===== src/common/vga_pkg.sv =====
// shared widths, colour and control word types, and the control word address
`default_nettype none

package vga_pkg;

	////////////////////
	// widths
	////////////////////

	// each colour channel drives a 4-bit resistor DAC per pin group
	localparam int COLOR_W = 4;

	// horizontal and vertical counters share one width, enough for an 800 cycle line
	localparam int COORD_W = 10;

	// tiles are 8x8 pixels, so a coordinate shifted by 3 gives the tile column or row
	localparam int TILE_SHIFT = 3;

	// host bus word address and data widths
	localparam int WB_ADDR_W = 14;
	localparam int WB_DATA_W = 16;

	// the control word sits at the very top of the address space
	localparam logic [WB_ADDR_W-1:0] CTRL_ADDR = '1;

	////////////////////
	// types
	////////////////////

	// one pixel colour with red in the upper bits, 12 bits in total
	typedef struct packed {
		logic [COLOR_W-1:0] r;
		logic [COLOR_W-1:0] g;
		logic [COLOR_W-1:0] b;
	} rgb_t;

	// control word layout, the reserved field always reads as zero
	typedef struct packed {
		logic enable;
		logic [2:0] rsvd;
		rgb_t bg;
	} ctrl_t;

endpackage

`default_nettype wire

===== src/common/scan_if.sv =====
// scan position and raw sync from the timing generator to the pixel pipeline
`timescale 1ns/1ps
`default_nettype none

interface scan_if;

	import vga_pkg::*;

	// pixel coordinates inside the visible area, zero outside it
	logic [COORD_W-1:0] x;
	logic [COORD_W-1:0] y;

	// high while the scan position is inside the visible area
	logic active;

	// raw active-low sync, before the pipeline delay
	logic hs;
	logic vs;

	// the timing generator owns every signal
	modport source (
		output x, y, active, hs, vs
	);

	// the pixel pipeline only looks
	modport sink (
		input x, y, active, hs, vs
	);

endinterface

`default_nettype wire


===== src/vga_timing/vga_timing.sv =====
// horizontal and vertical counters with registered sync, active flag and pixel coordinates
`timescale 1ns/1ps
`default_nettype none

module vga_timing #(
	parameter int H_FRONT = 16,
	parameter int H_SYNC = 96,
	parameter int H_BACK = 48,
	parameter int H_ACT = 640,
	parameter int V_FRONT = 11,
	parameter int V_SYNC = 2,
	parameter int V_BACK = 31,
	parameter int V_ACT = 480
) (
	input wire logic clk27,
	input wire logic rst27,
	scan_if.source scan
);

	import vga_pkg::*;

	////////////////////
	// derived timing
	////////////////////

	// the blanking region is the three porch and sync phases put together
	localparam int H_BLANK = H_FRONT + H_SYNC + H_BACK;
	localparam int H_TOTAL = H_BLANK + H_ACT;
	localparam int V_BLANK = V_FRONT + V_SYNC + V_BACK;
	localparam int V_TOTAL = V_BLANK + V_ACT;

	// compare points sized to the counters
	localparam logic [COORD_W-1:0] H_SYNC_BEG = COORD_W'(H_FRONT);
	localparam logic [COORD_W-1:0] H_SYNC_END = COORD_W'(H_FRONT + H_SYNC);
	localparam logic [COORD_W-1:0] H_ACT_BEG = COORD_W'(H_BLANK);
	localparam logic [COORD_W-1:0] H_LAST = COORD_W'(H_TOTAL - 1);
	localparam logic [COORD_W-1:0] V_SYNC_BEG = COORD_W'(V_FRONT);
	localparam logic [COORD_W-1:0] V_SYNC_END = COORD_W'(V_FRONT + V_SYNC);
	localparam logic [COORD_W-1:0] V_ACT_BEG = COORD_W'(V_BLANK);
	localparam logic [COORD_W-1:0] V_LAST = COORD_W'(V_TOTAL - 1);

	logic [COORD_W-1:0] h_cnt;
	logic [COORD_W-1:0] v_cnt;
	logic h_in_sync;
	logic v_in_sync;
	logic visible;

	////////////////////
	// counters
	////////////////////

	// a line is exactly H_TOTAL cycles and a frame exactly V_TOTAL lines
	always_ff @(posedge clk27) begin
		if (rst27) begin
			h_cnt <= '0;
			v_cnt <= '0;
		end else if (h_cnt == H_LAST) begin
			h_cnt <= '0;
			// the line counter steps as the pixel counter wraps
			if (v_cnt == V_LAST) begin
				v_cnt <= '0;
			end else begin
				v_cnt <= v_cnt + 1'b1;
			end
		end else begin
			h_cnt <= h_cnt + 1'b1;
		end
	end

	////////////////////
	// phase decode
	////////////////////

	// counter order is front porch, sync, back porch, then active
	always_comb begin
		h_in_sync = (h_cnt >= H_SYNC_BEG) && (h_cnt < H_SYNC_END);
		// v_cnt only moves at a wrap, so vs changes at a line start
		v_in_sync = (v_cnt >= V_SYNC_BEG) && (v_cnt < V_SYNC_END);
		visible = (h_cnt >= H_ACT_BEG) && (v_cnt >= V_ACT_BEG);
	end

	// all outputs come from the same counter pair so they stay in step
	always_ff @(posedge clk27) begin
		if (rst27) begin
			scan.hs <= 1'b1;
			scan.vs <= 1'b1;
			scan.active <= 1'b0;
			scan.x <= '0;
			scan.y <= '0;
		end else begin
			scan.hs <= ~h_in_sync;
			scan.vs <= ~v_in_sync;
			scan.active <= visible;
			// coordinates are parked at zero in the blanking region
			scan.x <= visible ? h_cnt - H_ACT_BEG : '0;
			scan.y <= visible ? v_cnt - V_ACT_BEG : '0;
		end
	end

endmodule

`default_nettype wire


===== src/flat_wrapper.sv =====
// flat-port wrapper written by rule: the top's interface ports become plain ports
module vga_timing_flat import vga_pkg::*;
#(
	parameter int H_FRONT = 16,
	parameter int H_SYNC = 96,
	parameter int H_BACK = 48,
	parameter int H_ACT = 640,
	parameter int V_FRONT = 11,
	parameter int V_SYNC = 2,
	parameter int V_BACK = 31,
	parameter int V_ACT = 480
)
  (clk27, rst27, scan_x, scan_y, scan_active, scan_hs, scan_vs);
  scan_if scan_i ();
  input wire logic clk27;
  input wire logic rst27;
  output wire logic [$bits(scan_i.x)-1:0] scan_x;
  output wire logic [$bits(scan_i.y)-1:0] scan_y;
  output wire logic [$bits(scan_i.active)-1:0] scan_active;
  output wire logic [$bits(scan_i.hs)-1:0] scan_hs;
  output wire logic [$bits(scan_i.vs)-1:0] scan_vs;
  assign scan_x = scan_i.x;
  assign scan_y = scan_i.y;
  assign scan_active = scan_i.active;
  assign scan_hs = scan_i.hs;
  assign scan_vs = scan_i.vs;
  vga_timing #(.H_FRONT(H_FRONT), .H_SYNC(H_SYNC), .H_BACK(H_BACK), .H_ACT(H_ACT), .V_FRONT(V_FRONT), .V_SYNC(V_SYNC), .V_BACK(V_BACK), .V_ACT(V_ACT)) u_core (.clk27(clk27), .rst27(rst27), .scan(scan_i));
endmodule

===== config.mk =====
export PLATFORM = sky130hd
export DESIGN_NAME = vga_timing_flat
export DESIGN_NICKNAME = d
export VERILOG_FILES = /design/src/common/vga_pkg.sv /design/src/common/scan_if.sv /design/src/vga_timing/vga_timing.sv /design/src/flat_wrapper.sv
export SDC_FILE = /design/constraint.sdc
export NUM_CORES = 1
export LEC_CHECK = 0
export BUFFER_PORTS_ARGS = -buffer_cell sky130_fd_sc_hd__buf_2
export CELL_PAD_IN_SITES_DETAIL_PLACEMENT = 0
export CELL_PAD_IN_SITES_GLOBAL_PLACEMENT = 2
export CORE_ASPECT_RATIO = 0.75
export CORE_MARGIN = 2
export CORE_UTILIZATION = 31
export CTS_CLUSTER_DIAMETER = 120
export DETAILED_ROUTE_END_ITERATION = 12
export GPL_TIMING_DRIVEN = 0
export PLACE_DENSITY_LB_ADDON = 0.1
export SYNTH_ARGS = -nofsm -noshare
export SYNTH_HDL_FRONTEND = slang
export SYNTH_SLANG_ARGS = --single-unit

===== constraint.sdc =====
create_clock -name clk27 -period 1.6 [get_ports clk27]
set_input_delay 0.16 -clock clk27 [delete_from_list [all_inputs] [get_ports clk27]]
set_output_delay 0.16 -clock clk27 [all_outputs]
set_load 0.01 [all_outputs]

==> metrics, run 1 <==
share of the synthesized area in the top cell type=45.8%; setup_tns=0 ps; post-detailed-routing wire length=4.34 mm; global-route wire length before repair=7.19 mm; Crit path required time=1830 ps; number of buffers created by CTS=5; post-detailed-placement half-perimeter wirelength=2.98 mm; cell area after synthesis=1880 sq um; number of synthesis warnings=0; share of final-layout standard cells stronger than drive strength 1=33.6%; die area=6710 sq um; total global-route track usage=13.8%; most area-consuming cells after synthesis=dfxtp_1 (46%), ha_1 (6.7%), nor2_1 (6.4%); clock tree from TritonCTS=done; Setup WS pre-CTS=-278 ps; mean cell area of the mapped netlist=9.08 sq um; post-synthesis sequential area ratio=45.8%; clock-pin slew on the worst setup and hold paths=80 ps; vias per std cell=4.65; area taken by multi-input logic gates=1030 sq um; most frequent cells after synthesis=dfxtp_1 (43), nor2_1 (32), inv_1 (15); pwr/cell area=816 nW/um^2; nets@finish=261; worst stage delay on the critical path=510 ps; number of enable-type register cells in the synthesized netlist=0; critical path cell sequence=ha_4 -> and4_4 -> nand4_4 -> or4b_1 -> a21oi_2; Hold/Removal Path Class=in2reg; endpoint class of the critical path=flip-flop; transition at the pin with the smallest max-transition slack=616 ps; final count of negative-setup-slack endpoints=0; number of primary I/O pins=25; Root Buffer=clkbuf_8; post-layout utilization of the core=42.2%; clock network latency to the later pin of the worst-skew pair=290 ps; DRC violation count after routing=0; via count of the first global-routing pass=1420; Initial Utilization=32.3%; initial drt markers=91; maximum vdd drop=0.376 mV; CTS sink cnt=43; Worst path top cell family by delay=simple AND/OR/NAND/NOR gates; leakage power total=1.02 nW; average wire per cell in the routed design=13.2 microns; Clock Path Buffers=2; Port Buffer Count=24; post-route ant nets=0; First-pass DRT Iterations=4; share of the clock period used by the worst path=98.6%; maximum number of pins on one net before global-route repair=15; maximum net fanout on the critical path=4; cell count after synthesis=207; worst hold slack after final layout=276 ps; synthesized flop and latch total=43; top-count cell post-synth=dfxtp_1; clock period minus worst slack=1580 ps; number of antenna violations at the first check in global routing=0; total gr overflow=0; setup repair after global routing missed its margin=yes; Unique masters post-synth=37; fill cell count=609; Clock Skew=6.11 ps; Placed Instances=309; via total after detailed routing=1525; number of nets produced by synthesis=219; Buffers & Inverters on Critical Path=0; area growth from synthesis to final layout=30.8%; type of the worst setup path=reg2reg; library cell with the largest summed area after synthesis=dfxtp_1; Top FF cell, synth=dfxtp_1; max-slew violation count=0; number of cells in the finished layout apart from fillers=328; highest achievable clock rate=634 MHz; antenna cells=0; number of buffers added to fix hold violations after cts=0; register cell area after layout=885 sq um; worst path arrival time=1810 ps; area of the core region=5830 sq um; type of element launching the critical path=flip-flop; gpl congestion=0.698; number of rows in the core area=24; width of the die=93.9 microns; CTS H-Tree Depth=2; final worst-path setup slack=22.7 ps; count of final hold-check violations=0; share of synthesized flip-flops with an asynchronous set or reset=0%; max-cap violation count=0; Worst slew margin=58.9%; slowest stage cell, crit path=or4b_1; status=completed; Die Y=71.5 microns
worst paths after layout:
kind | from | endpoint | slack, ps | cells past startpoint
hold / removal | rst27 | u_core.v_cnt[9]$_SDFFE_PP0N_ | 280 | 3
hold reg to reg | u_core.v_cnt[0]$_SDFFE_PP0N_ | u_core.v_cnt[0]$_SDFFE_PP0N_ | 480 | 1
setup reg to reg | u_core.h_cnt[1]$_SDFF_PP0_ | u_core.v_cnt[6]$_SDFFE_PP0N_ | 20 | 5
setup / recovery | u_core.h_cnt[1]$_SDFF_PP0_ | u_core.v_cnt[6]$_SDFFE_PP0N_ | 20 | 5
timing repair:
action                                  CTS  global route
resized for setup                        22            18
endpoints found under the setup margin   31            34
hold endpoints to repair                  0             0
pin swaps                                 0             3
buffers inserted                         10             5
state kept, by name, indices dropped and copies added, names as in the netlist:
name                cells
u_core.h_cnt           10
u_core.scan.active      1
u_core.scan.hs          1
u_core.scan.vs          1
u_core.scan.x          10
u_core.scan.y          10
u_core.v_cnt           10
cell usage in the layout, fill, tap and decap left out, types with 2 or more instances in the layout:
cell type / instances
dfxtp_1: 34
nor2_1: 30
buf_2: 26
buf_4: 16
inv_1: 12
xnor2_1: 10
nand3_1: 9
nand4_1: 8
a21oi_1: 8
nand2_1: 7
xor2_1: 7
or3_1: 6
o32ai_1: 5
clkbuf_8: 5
dfxtp_4: 5
o21ai_0: 4
and3_1: 4
ha_1: 4
ha_4: 4
dfxtp_2: 4
and2_1: 3
inv_2: 2
and4_4: 2
nand4_4: 2
clkbuf_1: 2
nand2b_1: 2
a211o_1: 2
buf_6: 2
nor2_2: 2
nand4b_1: 2
ha_2: 2
layout make-up:
cell class | instances | area share, %
Buffer | 7 | 1.93
Clock buffer | 5 | 2.80
Clock inverter | 3 | 1.78
Inverter | 15 | 2.39
Multi-Input combinational cell | 138 | 41.7
Sequential cell | 43 | 36.0
Tap cell | 78 | 3.97
Timing Repair Buffer | 39 | 9.46
worst register-to-register path, delay by kind of cell, from the launching register on:
kind / cells / cell delay [ps]
fa+ha+maj: 1 / 150
simple gates: 3 / 870
flops: 1 / 380
compound gates: 1 / 120
logic make-up (layout without fill, tap and decap cells):
group	Yosys count	after routing	synth area share (%)
xor gates and xnor gates	17	17	7.92
adders and majority gates	10	10	6.65
AOI/OAI and AO/OA	25	25	8.98
and+or+nand+nor	86	86	25.2
DFF	43	43	45.8
buffers and inverters	26	69	5.52
where the power goes:
part	total [W]	internal [W]	switching, W
clock network	0.000841	0.000465	0.000376
registers	0.00109	0.00107	0.0000154
logic	0.0000777	0.0000368	0.0000409
through the flow:
step | power, W | cell area [sq um]
6_report | 0.00201 | 2460
5_1_grt | 0.00210 | 2460
4_1_cts | 0.00204 | 2370
3_5_place_dp | 0.00118 | 2110
3_3_place_gp | 0.00118 | 2110
2_1_floorplan | 0.00116 | 1890
per-layer routing:
metal | GRT usage, % | wire [microns] | up-vias
li1 | - | - | 795
met1 | 21.2 | 2300 | 691
met2 | 18.6 | 1740 | 34
met3 | 3.58 | 261 | 5
met4 | 4.35 | 41 | 0
met5 | 0 | 0 | -
Note: power is estimated with default switching activity, not from simulation.
==> run 2: changes to the inputs <==
Settings changed: CELL_PAD_IN_SITES_DETAIL_PLACEMENT 0 to 2, PLACE_DENSITY set to 0.77, PLACE_DENSITY_LB_ADDON 0.1 to not set.
==> run 2 against run 1 <==
- the flow now finishes with violations (setup timing)
- clock power fell by 10%
- non-clock buffer count fell by 1
- clock-buffer cell count rose by 1
- die area did not move
- sequential power barely moved
- critical path depth did not move
- sequential cell count did not move
- utilization fell by 0.064 points
- global-route usage rose by 3.3 points
- register-to-register slack got worse by 40 ps
- critical path type unchanged
- critical endpoint unchanged
- highest routed layer unchanged
==> metrics, run 2 (synthesis results as in run 1) <==
status=complete, but fails checks; failing checks=setup timing; setup repair after global routing missed its margin=yes; Port Buffer Count=24; max-cap violation count=0; via count of the first global-routing pass=1700; Worst slew margin=60.7%; total global-route track usage=17.1%; First-pass DRT Iterations=4; Crit path required time=1840 ps; highest achievable clock rate=619 MHz; most used cells in the layout excluding fill and tap cells=dfxtp_1 (33), buf_2 (25), nor2_1 (22), buf_4 (14), inv_1 (12); total gr overflow=0; Clock Skew=5.03 ps; Clock Path Buffers=2; critical path cell sequence=ha_4 -> buf_4 -> nand4_1 -> or4b_4 -> a21oi_2; antenna cells=0; leakage power total=1.01 nW; clock period minus worst slack=1620 ps; count of final hold-check violations=0; post-route ant nets=0; number of antenna violations at the first check in global routing=0; worst stage delay on the critical path=560 ps; Buffers & Inverters on Critical Path=1; CTS sink cnt=43; type of the worst setup path=reg2reg; maximum vdd drop=0.292 mV; via total after detailed routing=1649; maximum number of pins on one net before global-route repair=15; gpl congestion=0.716; Root Buffer=clkbuf_8; final worst-path setup slack=-15.3 ps; post-detailed-placement half-perimeter wirelength=3.51 mm; post-detailed-routing wire length=5.56 mm; area of the core region=5830 sq um; vias per std cell=5.04; type of element launching the critical path=flip-flop; number of buffers added to fix hold violations after cts=0; share of final-layout standard cells stronger than drive strength 1=36.9%; number of buffers created by CTS=5; width of the die=93.9 microns; final count of negative-setup-slack endpoints=1; clock tree from TritonCTS=done; endpoint class of the critical path=flip-flop; average wire per cell in the routed design=17.0 microns; maximum net fanout on the critical path=8; Hold/Removal Path Class=in2reg; die area=6710 sq um; clock-pin slew on the worst setup and hold paths=80 ps; initial drt markers=124; most common cell after layout, fill and taps aside=dfxtp_1; pwr/cell area=780 nW/um^2; post-layout utilization of the core=42.2%; slowest stage cell, crit path=or4b_4; area growth from synthesis to final layout=30.6%; number of rows in the core area=24; global-route wire length before repair=8.67 mm; nets@finish=260; CTS H-Tree Depth=2; fill cell count=649; Worst path top cell family by delay=simple AND/OR/NAND/NOR gates; clock network latency to the later pin of the worst-skew pair=310 ps; register cell area after layout=888 sq um; worst path arrival time=1860 ps; Initial Utilization=32.3%; worst hold slack after final layout=272 ps; Die Y=71.5 microns; share of the clock period used by the worst path=101%; number of primary I/O pins=25; DRC violation count after routing=0; area taken by multi-input logic gates=1030 sq um; transition at the pin with the smallest max-transition slack=589 ps; max-slew violation count=0
==> run 2: routing by layer <==
layer	part of all wire, %	GRT usage, %
met5	0	0
met2	46	27.7
met1	49	22.4
met4	1.6	7.25
met3	3.3	3.26
==> run 2: repair_timing <==
action | in CTS | in global routing
pin swaps | 2 | 5
buffers inserted | 10 | 4
gates resized for setup | 29 | 21
endpoints found under the setup margin | 31 | 29
==> run 2: worst paths after layout <==
path	startpoint	endpoint	slack, ps	cells past startpoint
worst max-delay path	u_core.v_cnt[3]$_SDFFE_PP0N_	u_core.v_cnt[6]$_SDFFE_PP0N_	-20	5
worst min-delay path	rst27	u_core.v_cnt[5]$_SDFFE_PP0N_	270	3
worst max register to register	u_core.v_cnt[3]$_SDFFE_PP0N_	u_core.v_cnt[6]$_SDFFE_PP0N_	-20	5
worst min register to register	u_core.v_cnt[0]$_SDFFE_PP0N_	u_core.v_cnt[0]$_SDFFE_PP0N_	500	1
==> run 2: worst min-delay path: stages <==
cell     delay [ps]
buf_2           170
or2_2           140
o32ai_1          60
==> run 2: stage by stage <==
step	cells	TNS, ps	setup slack [ps]	total power, W	instance area [sq um]
floorplan	207	0	17.4	0.00116	1890
finish	327	-15.3	-15.3	0.00192	2460
detailed placement	309	-4350	-253	0.00118	2110
CTS	323	0	0.0778	0.00195	2360
global route	327	-1060	-111	0.00200	2460
global placement	309	-3460	-228	0.00117	2110
==> run 2: power by group <==
part | switching [W] | leakage [nW] | internal [W] | total [W]
Clock | 0.000404 | 0.0474 | 0.000353 | 0.000757
Combinational | 0.0000416 | 0.605 | 0.0000306 | 0.0000722
Sequential | 0.0000143 | 0.354 | 0.00107 | 0.00109
Total | 0.000460 | 1.01 | 0.00146 | 0.00192
==> run 2: final cells by class <==
type / instances / share of cell area, %
clock buffer: 6 / 3.36
timing repair buffer: 38 / 9.32
sequential: 43 / 36.2
inverter: 15 / 2.50
buffer: 7 / 2.19
clock inverter: 2 / 0.662
multi-input combinational: 138 / 41.8
tap: 78 / 3.97
