==> config.mk <==
export PLATFORM = sky130hd
export DESIGN_NAME = pixel_pipe_flat
export DESIGN_NICKNAME = d
export VERILOG_FILES = /design/src/common/vga_pkg.sv /design/src/common/scan_if.sv /design/src/verilog/pixel_pipe.sv /design/src/flat_wrapper.sv
export SDC_FILE = /design/constraint.sdc
export NUM_CORES = 1
export LEC_CHECK = 0
export ABC_CLOCK_PERIOD_IN_PS = 9000
export CAP_MARGIN = 20
export CORE_MARGIN = 1.5
export CORE_UTILIZATION = 50
export DETAILED_ROUTE_END_ITERATION = 10
export DONT_BUFFER_PORTS = 1
export GPL_ROUTABILITY_DRIVEN = 0
export HOLD_SLACK_MARGIN = 0.03
export PLACE_DENSITY_LB_ADDON = 0.12
export RECOVER_POWER = 50
export SLEW_MARGIN = 5
export SYNTH_ARGS = -nofsm -noshare
export SYNTH_HDL_FRONTEND = slang
export SYNTH_SLANG_ARGS = --single-unit
==> constraint.sdc <==
create_clock -name clk27 -period 9 [get_ports clk27]
set_input_delay 1.8 -clock clk27 [delete_from_list [all_inputs] [get_ports clk27]]
set_output_delay 1.8 -clock clk27 [all_outputs]
set_load 0.05 [all_outputs]
==> src/common/vga_pkg.sv <==
// shared widths, colour and control word types, and the control word address
`default_nettype none

package vga_pkg;

	////////////////////
	// widths
	////////////////////

	// each colour channel drives a 4-bit resistor DAC per pin group
	localparam int COLOR_W = 4;

	// horizontal and vertical counters share one width, enough for an 800 cycle line
	localparam int COORD_W = 10;

	// tiles are 8x8 pixels, so a coordinate shifted by 3 gives the tile column or row
	localparam int TILE_SHIFT = 3;

	// host bus word address and data widths
	localparam int WB_ADDR_W = 14;
	localparam int WB_DATA_W = 16;

	// the control word sits at the very top of the address space
	localparam logic [WB_ADDR_W-1:0] CTRL_ADDR = '1;

	////////////////////
	// types
	////////////////////

	// one pixel colour with red in the upper bits, 12 bits in total
	typedef struct packed {
		logic [COLOR_W-1:0] r;
		logic [COLOR_W-1:0] g;
		logic [COLOR_W-1:0] b;
	} rgb_t;

	// control word layout, the reserved field always reads as zero
	typedef struct packed {
		logic enable;
		logic [2:0] rsvd;
		rgb_t bg;
	} ctrl_t;

endpackage

`default_nettype wire
==> src/common/scan_if.sv <==
// scan position and raw sync from the timing generator to the pixel pipeline
`timescale 1ns/1ps
`default_nettype none

interface scan_if;

	import vga_pkg::*;

	// pixel coordinates inside the visible area, zero outside it
	logic [COORD_W-1:0] x;
	logic [COORD_W-1:0] y;

	// high while the scan position is inside the visible area
	logic active;

	// raw active-low sync, before the pipeline delay
	logic hs;
	logic vs;

	// the timing generator owns every signal
	modport source (
		output x, y, active, hs, vs
	);

	// the pixel pipeline only looks
	modport sink (
		input x, y, active, hs, vs
	);

endinterface

`default_nettype wire

==> src/verilog/pixel_pipe.sv <==
// tile address generation, colour select and the registered VGA pins
`timescale 1ns/1ps
`default_nettype none

module pixel_pipe #(
	parameter int H_ACT = 640
) (
	input wire logic clk27,
	input wire logic rst27,
	scan_if.sink scan,
	output logic [vga_pkg::WB_ADDR_W-1:0] rd_addr,
	input wire vga_pkg::rgb_t rd_data,
	input wire vga_pkg::ctrl_t ctrl,
	output logic [vga_pkg::COLOR_W-1:0] vga_r,
	output logic [vga_pkg::COLOR_W-1:0] vga_g,
	output logic [vga_pkg::COLOR_W-1:0] vga_b,
	output logic vga_hs,
	output logic vga_vs,
	output logic vga_blank
);

	import vga_pkg::*;

	// number of tiles across one visible line
	localparam logic [WB_ADDR_W-1:0] TILES_X = WB_ADDR_W'(H_ACT >> TILE_SHIFT);

	logic [WB_ADDR_W-1:0] tile_col;
	logic [WB_ADDR_W-1:0] tile_row;
	logic active_d;
	logic hs_d;
	logic vs_d;
	rgb_t pix;

	////////////////////
	// stage one
	////////////////////

	// row major tile address, the RAM registers the word on the next edge
	assign tile_col = WB_ADDR_W'(scan.x >> TILE_SHIFT);
	assign tile_row = WB_ADDR_W'(scan.y >> TILE_SHIFT);
	assign rd_addr = tile_row * TILES_X + tile_col;

	// sync and active wait one cycle alongside the RAM read
	always_ff @(posedge clk27) begin
		if (rst27) begin
			active_d <= 1'b0;
			hs_d <= 1'b1;
			vs_d <= 1'b1;
		end else begin
			active_d <= scan.active;
			hs_d <= scan.hs;
			vs_d <= scan.vs;
		end
	end

	////////////////////
	// stage two
	////////////////////

	// tile colour when enabled, background otherwise, black in blanking
	always_comb begin
		if (!active_d) begin
			pix = '0;
		end else if (ctrl.enable) begin
			pix = rd_data;
		end else begin
			pix = ctrl.bg;
		end
	end

	// pins change together, two cycles after the scan position
	always_ff @(posedge clk27) begin
		if (rst27) begin
			vga_r <= '0;
			vga_g <= '0;
			vga_b <= '0;
			vga_hs <= 1'b1;
			vga_vs <= 1'b1;
			vga_blank <= 1'b0;
		end else begin
			vga_r <= pix.r;
			vga_g <= pix.g;
			vga_b <= pix.b;
			vga_hs <= hs_d;
			vga_vs <= vs_d;
			vga_blank <= active_d;
		end
	end

endmodule

`default_nettype wire

==> src/flat_wrapper.sv <==
// flat-port wrapper written by rule: the top's interface ports become plain ports
module pixel_pipe_flat import vga_pkg::*;
#(
	parameter int H_ACT = 640
)
  (clk27, rst27, rd_addr, rd_data, ctrl, vga_r, vga_g, vga_b, vga_hs, vga_vs, vga_blank, scan_x, scan_y, scan_active, scan_hs, scan_vs);
  scan_if scan_i ();
  input wire logic clk27;
  input wire logic rst27;
  output logic [vga_pkg::WB_ADDR_W-1:0] rd_addr;
  input wire vga_pkg::rgb_t rd_data;
  input wire vga_pkg::ctrl_t ctrl;
  output logic [vga_pkg::COLOR_W-1:0] vga_r;
  output logic [vga_pkg::COLOR_W-1:0] vga_g;
  output logic [vga_pkg::COLOR_W-1:0] vga_b;
  output logic vga_hs;
  output logic vga_vs;
  output logic vga_blank;
  input wire logic [$bits(scan_i.x)-1:0] scan_x;
  input wire logic [$bits(scan_i.y)-1:0] scan_y;
  input wire logic [$bits(scan_i.active)-1:0] scan_active;
  input wire logic [$bits(scan_i.hs)-1:0] scan_hs;
  input wire logic [$bits(scan_i.vs)-1:0] scan_vs;
  assign scan_i.x = scan_x;
  assign scan_i.y = scan_y;
  assign scan_i.active = scan_active;
  assign scan_i.hs = scan_hs;
  assign scan_i.vs = scan_vs;
  pixel_pipe #(.H_ACT(H_ACT)) u_core (.clk27(clk27), .rst27(rst27), .scan(scan_i), .rd_addr(rd_addr), .rd_data(rd_data), .ctrl(ctrl), .vga_r(vga_r), .vga_g(vga_g), .vga_b(vga_b), .vga_hs(vga_hs), .vga_vs(vga_vs), .vga_blank(vga_blank));
endmodule
==> results.txt, run 1 <==
The total of cells resized after clock tree synthesis is 0. The critical path ends at rd_addr[11]. The portion of the clock cycle consumed by the worst path in the final layout is 69.46%, and the number of buffers created by CTS is 3. The maximum VDD drop is 0.0001281 V, and the worst-margin pin slew is 1127 ps. Critical path endpoint category: a primary output. For the number of global-route vias before repair, the log shows 713.

Among the stages of the critical path, the cell type that occurs most often is ha_1. After clock tree synthesis, the clock-pin slew on the worst setup and hold paths is 90 ps. For this run, the number of Yosys warnings is 0.

Leaving out fill and tap cells, the most frequent cell in the layout is nor2_1. The family with the most delay on the worst path was XOR/XNOR gates. The worst setup path is of the input pin to primary output kind.

The logs give 0 for the number of max-cap violations and 1986 um for the final wirelength. The maximum level of the CTS H-tree was 1. The source of the critical timing path was scan_y[4]. The detail route stage leaves a number of antenna-violating nets equal to 0. The initial cell density of the core came out at 54.46%. Static timing analysis puts the maximum clock frequency at 160.0 MHz. The number of pins exceeding their max-slew limit in the final report was 0; the width of the die was 49.93 um.

Worst min-delay path class: flip-flop to flip-flop. The clock drives 18 sinks. The worst-case register-to-register setup slack was 8120 ps. For the total power, the log shows 0.2126 mW.

The tools report the cell area after synthesis as 0.001101 mm2. After filler insertion, the fill cell instance count of the layout stands at 188. The number of nets in the layout is 180, and the number of library cell types mapped by synthesis is 31. At the placement stage, the worst setup path has a slack of 2744 ps. The register bit count reported by yosys is 18. Post-CTS timing repair inserted 0 buffers for setup. The root buffer cell chosen for the clock tree is clkbuf_4. The first global-routing pass estimated 3153 um of wire. Of all nets on the critical path, the largest fanout is 3.

The number of cells on the worst reg-to-reg path was 2. Dividing the detail-routed wire length by the instance count gives 14.50 um. Dividing total power by cell area gives a power density of 188.6 mW/mm2. With fillers left out, the area of the finished cells amounts to 0.001127 mm2. The run gives 1706 um as the placed wire-length estimate.

In the layout the commonest cells are nor2_1 (19), dfxtp_1 (18), ha_1 (13). The DRC violation count after routing is 0, and the setup violation total in the final timing report is 0. The die covers 0.002493 mm2. The initial antenna violation count is 0, and the relative area change from synthesis to final layout is 2.386%. The number of buffer and inverter stages on the critical path was 0; the count of buffers inserted at the top-level ports was 0. Headroom to the max-slew limit came out at 24.35%. Sequential cell area fraction in the yosys report: 32.73%.

Setup total negative slack: 0 ps. STA classifies the critical path startpoint as an input pin. Synthesis produced a netlist whose cell count is 112. Cells with a size suffix above 1 make up 10.91% of the layout. The run gives 2 as the maximum buffer depth of the clock tree. TritonCTS built the clock tree. After the first detailed-routing iteration, the DRC count stood at 9. The total routing usage reported by global routing is 16.69%, and the height of the die is 49.93 um.

The synthesized area per cell works out to 9.831 um2. After floorplanning, the core was divided into 16 placement rows. The flow ran to the end, and the final reports show no timing, DRC or antenna violations. The area of the core region was 0.002022 mm2.

During I/O placement, the number of pins put on the boundary was 82. The data arrival time of the critical path was 4450 ps. The post-detailed-placement cell area came out at 0.001105 mm2. The final worst slack is 2748 ps, and the via count of the routed design is 749. The count of endpoints failing hold in the final timing report is 0. After detailed routing, the number of vias per cell comes to 5.467. Hold repair after CTS inserted 0 buffers. Counting every net in the synthesized netlist gives 180.

Clock skew after layout: 6.170 ps. The cell depth of the worst setup path works out to 7. Endpoint of the lowest-slack register-to-register path: u_core.vga_blank$_SDFF_PP0_. Setup repair after global routing left no endpoint under its margin. The run gives 14 as the maximum number of pins on one net before global-route repair. The minimum period implied by the final worst setup slack was 6252 ps. The startpoint identified for the worst register-to-register timing path is u_core.active_d$_SDFF_PP0_. Summing all multi-input logic gate instances after layout gives 684.4 um2.

The later pin in the worst-skew pair is clocked with a latency of 280 ps. For this design, the slowest cell found on the critical path is xnor2_1. The run gives 7200 ps as the data required time of the critical path. For the sequential cell area, the log shows 360.3 um2. On the worst path, the slowest cell contributes a delay of 880 ps. The first TritonRoute pass finished after 3 iterations. Summed over all cells, the static leakage comes to 0.5261 nW.

The critical path goes through ha_1 > ha_1 > fa_1 > xor2_1 > o21ai_1 > or4_4 > xnor2_1. The sum of overflow across all layers after global routing is 0. Total inserted antenna cells: 0.
==> registers in the layout, summed over array words and instances, names as in the netlist <==
| name | count |
|---|---|
| u_core.active_d | 1 |
| u_core.vga_hs | 1 |
| u_core.vga_g | 4 |
| u_core.vga_r | 4 |
| u_core.vs_d | 1 |
| u_core.hs_d | 1 |
| u_core.vga_vs | 1 |
| u_core.vga_b | 4 |
| u_core.vga_blank | 1 |
==> worst register-to-register path, cell delays in order, from the launching register on <==
cell      delay, ps
dfxtp_1         310
nand2b_1        330
clkinv_1        110
==> routing by layer <==
layer	GRT usage (%)	vias up	routed length, um
met5	0	-	0
met3	10.61	0	242
li1	-	380	-
met4	4.167	0	0
met2	26.22	42	944
met1	18.80	327	800
==> Yosys cell counts <==
cell type,count,area (um2)
o21ai_1,2,10.01
nor4_1,1,6.260
a21o_1,1,7.510
a21oi_1,3,15.01
inv_2,1,3.750
or4_4,1,11.26
a211oi_1,1,7.510
mux2i_1,12,120.1
o22ai_1,1,6.260
nor2_1,19,71.32
xnor2_1,5,43.79
a211o_1,1,8.760
and4b_1,1,10.01
nor2b_1,2,12.51
buf_1,2,7.510
xor2_1,2,17.52
dfxtp_1,18,360.4
fa_1,2,40.04
or2_2,5,31.28
o41ai_2,1,16.27
nand2_1,1,3.750
ha_1,13,162.7
nand2b_1,1,6.260
a211oi_2,1,12.51
inv_1,4,15.01
o2111ai_1,1,8.760
o21bai_1,1,7.510
buf_4,4,30.03
xnor3_1,1,22.52
o21ai_0,3,15.01
o21ba_1,1,10.01
==> through the flow <==
stage          std cells  hold WS [ps]  util (%)
4_1_cts              137         419.2     55.75
3_3_place_gp         134         395.7     54.64
6_report             137         416.3     55.75
2_1_floorplan        112         389.5         -
3_5_place_dp         134         397.3     54.64
5_1_grt              137         433.3     55.75
==> cell families (layout without fill, tap and decap cells) <==
group / Yosys count / count (layout) / synth area share [%]
simple gates: 31 / 31 / 13.86
xor+xnor: 8 / 8 / 7.614
fa+ha+maj: 15 / 15 / 18.41
flops: 18 / 18 / 32.73
compound gates: 17 / 17 / 11.36
buf+inv: 11 / 9 / 5.113
mux: 12 / 12 / 10.91
==> layout make-up <==
type	count	area share, %
Clock buffer	3	1.998
Inverter	5	1.665
Multi-Input combinational cell	83	60.71
Sequential cell	18	31.96
Tap cell	27	2.997
Timing Repair Buffer	1	0.6659
==> how the worst min path moves through the flow <==
stage                      startpoint                  endpoint  slack [ps]  depth (start not counted)
2_1_floorplan  u_core.hs_d$_SDFF_PP1_  u_core.vga_hs$_SDFF_PP1_         390                          1
3_3_place_gp   u_core.vs_d$_SDFF_PP1_  u_core.vga_vs$_SDFF_PP1_         400                          1
3_5_place_dp   u_core.vs_d$_SDFF_PP1_  u_core.vga_vs$_SDFF_PP1_         400                          1
4_1_cts        u_core.vs_d$_SDFF_PP1_  u_core.vga_vs$_SDFF_PP1_         420                          1
5_1_grt        u_core.vs_d$_SDFF_PP1_  u_core.vga_vs$_SDFF_PP1_         430                          1
6_report       u_core.vs_d$_SDFF_PP1_  u_core.vga_vs$_SDFF_PP1_         420                          1
==> power breakdown <==
| part | total (mW) | internal, mW | switching [mW] |
|---|---|---|---|
| clock network | 0.0369 | 0.0155 | 0.0214 |
| logic | 0.0847 | 0.0236 | 0.0611 |
| registers | 0.0910 | 0.0825 | 0.00853 |
| total | 0.213 | 0.122 | 0.0910 |
No activity file was read; power rests on OpenSTA's default activity.
==> inputs of run 2 (changes only) <==
--- a/config.mk
+++ b/config.mk
@@ -5,7 +5,8 @@
 export SDC_FILE = /design/constraint.sdc
 export NUM_CORES = 1
 export LEC_CHECK = 0
-export ABC_CLOCK_PERIOD_IN_PS = 9000
+export ABC_AREA = 1
+export ABC_CLOCK_PERIOD_IN_PS = 5400
 export CAP_MARGIN = 20
 export CORE_MARGIN = 1.5
 export CORE_UTILIZATION = 50
==> constraint.sdc (replaced) <==
create_clock -name clk27 -period 5.4 [get_ports clk27]
set_input_delay 1.08 -clock clk27 [delete_from_list [all_inputs] [get_ports clk27]]
set_output_delay 1.08 -clock clk27 [all_outputs]
set_load 0.05 [all_outputs]
==> run 2 against run 1 <==
  * Cell count grew 33%
  * Critical path depth grew 2
  * Final area grew 7.9%
  * Sequential power grew 65%
  * Wire length grew 16%
  * Sequential cell count is the same
  * Synthesized cell count grew 38%
  * Largest cell class unchanged
  * Critical path type unchanged
  * Highest routed layer is now met4
==> results.txt, run 2 <==
The flow ran to the end, and the final reports show no timing, DRC or antenna violations. The setup total negative slack is 0 ps (unchanged), and the number of nets in the layout is 223 (was 180). Sequential cell area fraction in the yosys report: 30.97% (was 32.73%). Highest fanout seen on the critical path: 4 (was 3).

The portion of synthesized cell area occupied by the leading cell type works out to 30.97% (was 32.73%). The cell with the most instances after synthesis was nand2_1 (was nor2_1). The via count of the routed design is 953 (was 749), and the number of nets produced by synthesis is 222 (was 180). TritonCTS built the clock tree. The worst-margin pin slew is 1106 ps (was 1127 ps). The total internal power was 0.2217 mW (was 0.1216 mW). The tools report the worst setup path endpoint as rd_addr[13] (was rd_addr[11]). The number of global-route vias before repair was 894 (was 713). The startpoint class of the critical path is an input pin (unchanged). Number of pins exceeding their max-slew limit in the final report: 0 (unchanged).

The portion of the clock cycle consumed by the worst path in the final layout is 77.04%, and the total I/O pin count is 82 (unchanged). Start-to-end type of the worst setup path: input pin to primary output (unchanged). The most common library cell in the layout ignoring fill and taps is nand2_1 (was nor2_1).

The number of library cell types mapped by synthesis is 22 (was 31), and the width of the die is 51.24 um (was 49.93 um). The run gives 6.440 ps (was 6.170 ps) as the clock skew after layout. Most area-consuming cells after synthesis: dfxtp_1 (31%), nand2_1 (16%), ha_1 (14%) (was dfxtp_1 (33%), ha_1 (15%), mux2i_1 (11%)). Most frequent cells in the layout: nand2_1 (49), dfxtp_1 (18), a21oi_1 (17) (was nor2_1 (19), dfxtp_1 (18), ha_1 (13)). After layout, the minimum clock period comes to 4160 ps. For the total inserted antenna cells, the log shows 0 (unchanged). For the total of cells resized after clock tree synthesis, the log shows 0 (unchanged). The logs give 1240 ps (was 2748 ps) for the final worst slack and 240.4 MHz for the maximum clock frequency. Launch instance of the worst register-to-register path: u_core.active_d$_SDFF_PP0_ (unchanged). For the number of cells produced by synthesis, the log shows 154 (was 112).

The tools report the post-detailed-placement cell area as 0.001180 mm2 (was 0.001105 mm2). Ordered cell list for the critical path: ha_1 > ha_1 > fa_1 > nand4_1 > nand2_1 > inv_1 > nor2_1 > nand3_1 > nand2_1 (was ha_1 > ha_1 > fa_1 > xor2_1 > o21ai_1 > or4_4 > xnor2_1). For the count of nets left with antenna violations after detail routing, the log shows 0 (unchanged). Number of max-cap violations: 0 (unchanged). The logs give 0.002626 mm2 (was 0.002493 mm2) for the die area and 2304 um (was 1986 um) for the final wirelength. The final instance count without filler cells is 182 (was 137), and the routed via count divided by cell count is 5.236 (was 5.467). For the hold buffer count at cts, the log shows 0 (unchanged). The switching share of total power was 42.78% (was 42.81%). The most frequently used flop master after synthesis is dfxtp_1 (unchanged). The part of the power in the clock network is 20.4% (was 17.4%). The area of the core region is 0.002212 mm2 (was 0.002022 mm2), and the layout cell share with drive strength beyond 1 is 11.04% (was 10.91%). For the sum of overflow across all layers after global routing, the log shows 0 (unchanged).

The count of buffers inserted at the top-level ports was 0 (unchanged). The worst-case register-to-register setup slack is 4500 ps (was 8120 ps). The register bit count reported by yosys was 18 (unchanged).

The DRC violation count after routing was 0 (unchanged); the initial cell density of the core was 52.60% (was 54.46%). The count of endpoints failing hold in the final timing report came out at 0 (unchanged). The power density over the cells came out at 318.6 mW/mm2 (was 188.6 mW/mm2). The height of the die is 51.24 um (was 49.93 um), and the number of enable-type register cells in the synthesized netlist is 0 (unchanged). The slowest stage cell on the critical path was fa_1 (was xnor2_1). The tools report the endpoint of the lowest-slack register-to-register path as u_core.vga_r[0]$_SDFF_PP0_ (was u_core.vga_blank$_SDFF_PP0_). Setup violation total in the final timing report: 0 (unchanged).

The run gives 0 (unchanged) as the initial antenna violation count. The delay of the slowest cell on the worst path came out at 590 ps (was 880 ps). Launch point of the worst hold path: u_core.vs_d$_SDFF_PP1_ (unchanged). The total routing usage reported by global routing was 17.48% (was 16.69%). The CTS root buffer was clkbuf_4 (unchanged). The worst min-delay path class is flip-flop to flip-flop (unchanged). The number of buffers created by CTS came out at 3 (unchanged). The source of the critical timing path is scan_y[4] (unchanged). The relative area change from synthesis to final layout is 4.516% (was 2.386%), and the cell row count is 17 (was 16). The placed instance count was 178 (was 134); the net load switching power was 0.1657 mW (was 0.09102 mW). The maximum buffer depth of the clock tree is 2 (unchanged).

The power share of the sequential group is 38.8% (was 42.8%). Setup repair after global routing left no endpoint under its margin. The count of synthesis-stage warnings from yosys came out at 0 (unchanged). The tools report the maximum VDD drop as 0.0002399 V (was 0.0001281 V). The async set-reset flop share out of synthesis is 0% (unchanged). The run gives 40.7% (was 39.8%) as the share of total power in combinational logic. Registers with the most flip-flops: u_core.vga_b (4), u_core.vga_g (4), u_core.vga_r (4) (unchanged). Leading cell types by count after synthesis: nand2_1 (49), dfxtp_1 (18), a21oi_1 (17) (was nor2_1 (19), dfxtp_1 (18), ha_1 (13)). The synthesized area per cell was 7.556 um2 (was 9.831 um2); the maximum number of pins on one net before global-route repair was 14 (unchanged). The violation count after the first detailed-route iteration is 11 (was 9), and the placed wire-length estimate is 1922 um (was 1706 um).

The data arrival time of the critical path was 3080 ps (was 4450 ps); the area of all placed cells without fillers was 0.001216 mm2 (was 0.001127 mm2). The total power was 0.3874 mW (was 0.2126 mW); the clock latency reported for the late side of the worst-skew pair was 280 ps (about the same). The run gives 4320 ps (was 7200 ps) as the data required time of the critical path. The run gives 25.73% (was 24.35%) as the relative slew slack.

The tools report the critical path endpoint category as a primary output (unchanged). Mean routed wirelength per cell: 12.66 um (was 14.50 um). For the number of post-CTS setup repair buffers, the log shows 0 (unchanged). The number of iterations in the first detailed-routing pass is 6 (was 3), and the clock-pin slew on the worst setup and hold paths is 100 ps (was 90 ps). The global-route wire length before repair is 3601 um (was 3153 um). The biggest area consumer among synthesized cells was dfxtp_1 (unchanged).

The cell area after synthesis is 0.001164 mm2 (was 0.001101 mm2), and the total clock sinks is 18 (unchanged). The static leakage is 0.6082 nW (was 0.5261 nW), and the maximum level of the CTS H-tree is 1 (unchanged). The tools report the setup slack after placement as 1248 ps (was 2744 ps).

The number of cells on the worst reg-to-reg path came out at 2 (unchanged).
## run 2: area by class of cell
cell class | count | area [um2]
Clock buffer | 4 | 36.28
Fill cell | 230 | 996.0
Sequential cell | 18 | 360.3
Multi-Input combinational cell | 113 | 701.9
Tap cell | 28 | 35.03
Timing Repair Buffer | 3 | 22.52
Inverter | 16 | 60.06
## run 2: metal layers
layer | global-route usage, % | vias up | wire length [um]
met2 | 31.60 | 44 | 1100
li1 | - | 487 | -
met1 | 19.42 | 418 | 966
met3 | 7.018 | 4 | 223
met4 | 3.070 | 0 | 13
met5 | 0 | - | 0
## run 2: power by group through the flow
| stage | combinational (mW) | clock (mW) | sequential, mW |
|---|---|---|---|
| after global routing | 0.171 | 0.0879 | 0.151 |
| after global placement | 0.156 | 0 | 0.154 |
| after CTS | 0.159 | 0.0821 | 0.151 |
| final | 0.158 | 0.0791 | 0.150 |
| after detailed placement | 0.158 | 0 | 0.154 |
| after floorplan | 0.143 | 0 | 0.153 |
## run 2: kinds of logic (layout without fill, tap and decap cells)
family / after synthesis / in the layout / synth area share (%)
buffers and inverters: 23 / 23 / 8.710
flip-flops: 18 / 18 / 30.97
AO/OA/AOI/OAI: 19 / 19 / 8.494
adder cells (fa/ha/maj): 15 / 15 / 17.42
XOR/XNOR: 7 / 7 / 7.528
AND/OR/NAND/NOR: 72 / 72 / 26.88
## run 2: worst min path at each step
stage / cells past startpoint / endpoint
2_1_floorplan: 1 / u_core.vga_hs$_SDFF_PP1_
3_3_place_gp: 1 / u_core.vga_hs$_SDFF_PP1_
3_5_place_dp: 1 / u_core.vga_vs$_SDFF_PP1_
4_1_cts: 1 / u_core.vga_vs$_SDFF_PP1_
5_1_grt: 1 / u_core.vga_vs$_SDFF_PP1_
6_report: 1 / u_core.vga_vs$_SDFF_PP1_
## run 2: worst max-delay path, delay by kind of cell
family / cells / cell delay, ps
fa+ha+maj: 3 / 1130
buf+inv: 1 / 60
simple gates: 5 / 810
## run 2: per-stage QoR
stage | util (%) | hold WS [ps]
floorplan | - | 389.5
global placement | 53.34 | 391.7
detailed placement | 53.34 | 397.7
CTS | 54.98 | 421.5
global route | 54.98 | 429.7
finish | 54.98 | 421.1
==> inputs of run 3 (changes only) <==
--- a/config.mk
+++ b/config.mk
@@ -5,8 +5,8 @@
 export SDC_FILE = /design/constraint.sdc
 export NUM_CORES = 1
 export LEC_CHECK = 0
-export ABC_AREA = 1
-export ABC_CLOCK_PERIOD_IN_PS = 5400
+export ABC_AREA = 0
+export ABC_CLOCK_PERIOD_IN_PS = 4200
 export CAP_MARGIN = 20
 export CORE_MARGIN = 1.5
 export CORE_UTILIZATION = 50
==> constraint.sdc (replaced) <==
create_clock -name clk27 -period 4.2 [get_ports clk27]
set_input_delay 0.84 -clock clk27 [delete_from_list [all_inputs] [get_ports clk27]]
set_output_delay 0.84 -clock clk27 [all_outputs]
set_load 0.05 [all_outputs]
==> run 3 against run 2 <==
  * Critical path type unchanged
  * Sequential share of layout area down 0.57 points
  * Highest routed layer unchanged
  * Final area increased by 2.0%
  * Wire length decreased by 12%
  * Via count shrank 18%
==> results.txt, run 3 (synthesis results as in run 1) <==
The placed wire-length estimate is 1728 um (was 1922 um). The critical path endpoint category is a primary output (unchanged). The clock latency reported for the late side of the worst-skew pair is 290 ps (was 280 ps), and the total I/O pin count is 82 (unchanged).

The count of buffers inserted at the top-level ports is 0 (unchanged). The area used by multi-input combinational logic came out at 703.2 um2 (was 701.9 um2). The number of iterations in the first detailed-routing pass came out at 4 (was 6). The relative area change from synthesis to final layout works out to 12.61% (was 4.516%). Violation count after the first detailed-route iteration: 5 (was 11). For the share of total power in combinational logic, the log shows 42.6% (was 40.7%). Ordered cell list for the critical path: ha_1 > ha_1 > fa_1 > xor2_1 > o21ai_1 > or4_4 > o41ai_4 > buf_12 (was ha_1 > ha_1 > fa_1 > nand4_1 > nand2_1 > inv_1 > nor2_1 > nand3_1 > nand2_1). The run gives 2.825 ps (was 6.440 ps) as the clock skew after layout. The number of cells on the worst reg-to-reg path came out at 2 (unchanged). Number of buffers created by CTS: 3 (unchanged).

For the finished layout, the period the worst path requires is 3990 ps. Setup repair after global routing left no endpoint under its margin. The part of the power in the clock network is 19.8% (was 20.4%). For the setup total negative slack, the log shows 0 ps (unchanged). For the DRC violation count after routing, the log shows 0 (unchanged). Launch instance of the worst register-to-register path: u_core.active_d$_SDFF_PP0_ (unchanged). The logs give 0 (unchanged) for the count of nets left with antenna violations after detail routing and 360.3 um2 (unchanged) for the sequential cell area.

The routed via count divided by cell count works out to 5.306 (was 5.236). The switching share of total power was 39.97% (was 42.78%); the die area was 0.002493 mm2 (was 0.002626 mm2). The power density over the cells was 418.3 mW/mm2 (was 318.6 mW/mm2). Number of pins exceeding their max-slew limit in the final report: 0 (unchanged).

The final wirelength came out at 2028 um (was 2304 um). Most common library cell in the layout ignoring fill and taps: nor2_1 (was nand2_1). The clock-pin slew on the worst setup and hold paths was 90 ps (was 100 ps). The maximum VDD drop is 0.0003671 V (was 0.0002399 V).

The initial antenna violation count came out at 0 (unchanged). The logs give 2 (unchanged) for the maximum buffer depth of the clock tree and 14 (unchanged) for the maximum number of pins on one net before global-route repair. The tools report the maximum clock frequency as 250.6 MHz. The CTS root buffer was clkbuf_4 (unchanged). TritonCTS built the clock tree. The total internal power was 0.3113 mW (was 0.2217 mW). Most frequent cells in the layout: nor2_1 (19), dfxtp_1 (18), ha_1 (13) (was nand2_1 (49), dfxtp_1 (18), a21oi_1 (17)).

The width of the die works out to 49.93 um (was 51.24 um). The total clock sinks was 18 (unchanged); the sum of overflow across all layers after global routing was 0 (unchanged). The setup violation total in the final timing report was 0 (unchanged); the relative slew slack was 66.88% (was 25.73%).

The height of the die is 49.93 um (was 51.24 um). For the hold buffer count at cts, the log shows 0 (unchanged). Worst min-delay path class: flip-flop to flip-flop (unchanged). The mean routed wirelength per cell was 13.80 um (was 12.66 um). The tools report the number of global-route vias before repair as 745 (was 894). Area of the core region: 0.002022 mm2 (was 0.002212 mm2). The tools report the worst hold endpoint as u_core.vga_vs$_SDFF_PP1_ (unchanged). For the count of endpoints failing hold in the final timing report, the log shows 0 (unchanged). The startpoint class of the critical path was an input pin (unchanged). The power share of the sequential group is 37.6% (was 38.8%).

The start-to-end type of the worst setup path was input pin to primary output (unchanged). The tools report the number of max-cap violations as 0 (unchanged). The portion of the clock cycle consumed by the worst path in the final layout is 95.00%, and the highest fanout seen on the critical path is 3 (was 4).

The total routing usage reported by global routing is 16.77% (was 17.48%). The launch point of the worst hold path was u_core.vs_d$_SDFF_PP1_ (unchanged). The via count of the routed design was 780 (was 953).

By instance count, the cell type seen most on the critical path is ha_1. The static leakage is 0.5906 nW (was 0.6082 nW). Registers with the most flip-flops: u_core.vga_b (4), u_core.vga_g (4), u_core.vga_r (4) (unchanged).

Number of post-CTS setup repair buffers: 0 (unchanged). The tools report the layout filler cell count as 182 (was 230). The flow ran to the end, and the final reports show no timing, DRC or antenna violations. The slowest stage cell on the critical path was or4_4 (was fa_1). The worst-margin pin slew is 496.1 ps (was 1106 ps). The net load switching power was 0.2073 mW (was 0.1657 mW); the total inserted antenna cells was 0 (unchanged).

The layout cell share with drive strength beyond 1 was 19.17% (was 11.04%). Cell row count: 16 (was 17). The data required time of the critical path is 3360 ps (was 4320 ps).

Endpoint of the lowest-slack register-to-register path: u_core.vga_blank$_SDFF_PP0_ (was u_core.vga_r[0]$_SDFF_PP0_). The number of stages on the worst hold path came out at 1 (unchanged). The global-route wire length before repair is 3139 um (was 3601 um), and the delay of the slowest cell on the worst path is 470 ps (was 590 ps).

The initial cell density of the core came out at 54.46% (was 52.60%). The source of the critical timing path is scan_y[4] (unchanged). The tools report the worst-case register-to-register setup slack as 3310 ps (was 4500 ps). The run gives 3150 ps (was 3080 ps) as the data arrival time of the critical path. The core utilization of the finished layout was 61.32% (was 54.98%); the maximum level of the CTS H-tree was 1 (unchanged). The number of nets in the layout is 189 (was 223), and the total of cells resized after clock tree synthesis is 0 (unchanged).
run 3: final cells by class:
cell class / count / share of cell area (%)
multi-input combinational: 83 / 56.71
sequential: 18 / 29.06
timing repair buffer: 10 / 7.064
clock buffer: 4 / 2.926
tap: 27 / 2.725
inverter: 5 / 1.514
run 3: per-stage QoR:
stage / setup slack (ps) / hold slack [ps] / cell area (um2) / std cells / total power, mW
detailed placement: 205.7 / 407.7 / 1204 / 143 / 0.4214
finish: 210.1 / 425.8 / 1240 / 147 / 0.5186
global route: 125.9 / 433.7 / 1240 / 147 / 0.5464
floorplan: 43.27 / 389.5 / 1120 / 112 / 0.3805
CTS: 189.4 / 430.9 / 1240 / 147 / 0.5247
global placement: 218.3 / 395.2 / 1204 / 143 / 0.4174
run 3: worst max path at each step:
stage               slack, ps           to
floorplan                  40  rd_addr[13]
global placement          220  rd_addr[13]
detailed placement        210  rd_addr[13]
CTS                       190  rd_addr[13]
global route              130  rd_addr[13]
finish                    210  rd_addr[13]
run 3: critical path: cells and delay by family:
kind	cells	cell delay (ps)
AO/OA/AOI/OAI	2	510
XOR/XNOR	1	210
AND/OR/NAND/NOR	1	470
adder cells (fa/ha/maj)	3	930
buffers and inverters	1	180
run 3: per-layer routing:
| layer | global-route usage (%) | share of wire [%] |
|---|---|---|
| met5 | 0 | 0 |
| met4 | 6.019 | 1.1 |
| met3 | 7.879 | 9.7 |
| met2 | 28.67 | 48 |
| met1 | 17.92 | 41 |
run 3: power groups by stage:
stage	combinational (mW)	sequential [mW]	clock, mW
detailed placement	0.222	0.199	0
global route	0.237	0.196	0.114
floorplan	0.182	0.198	0
finish	0.221	0.195	0.103
global placement	0.218	0.199	0
CTS	0.223	0.195	0.106
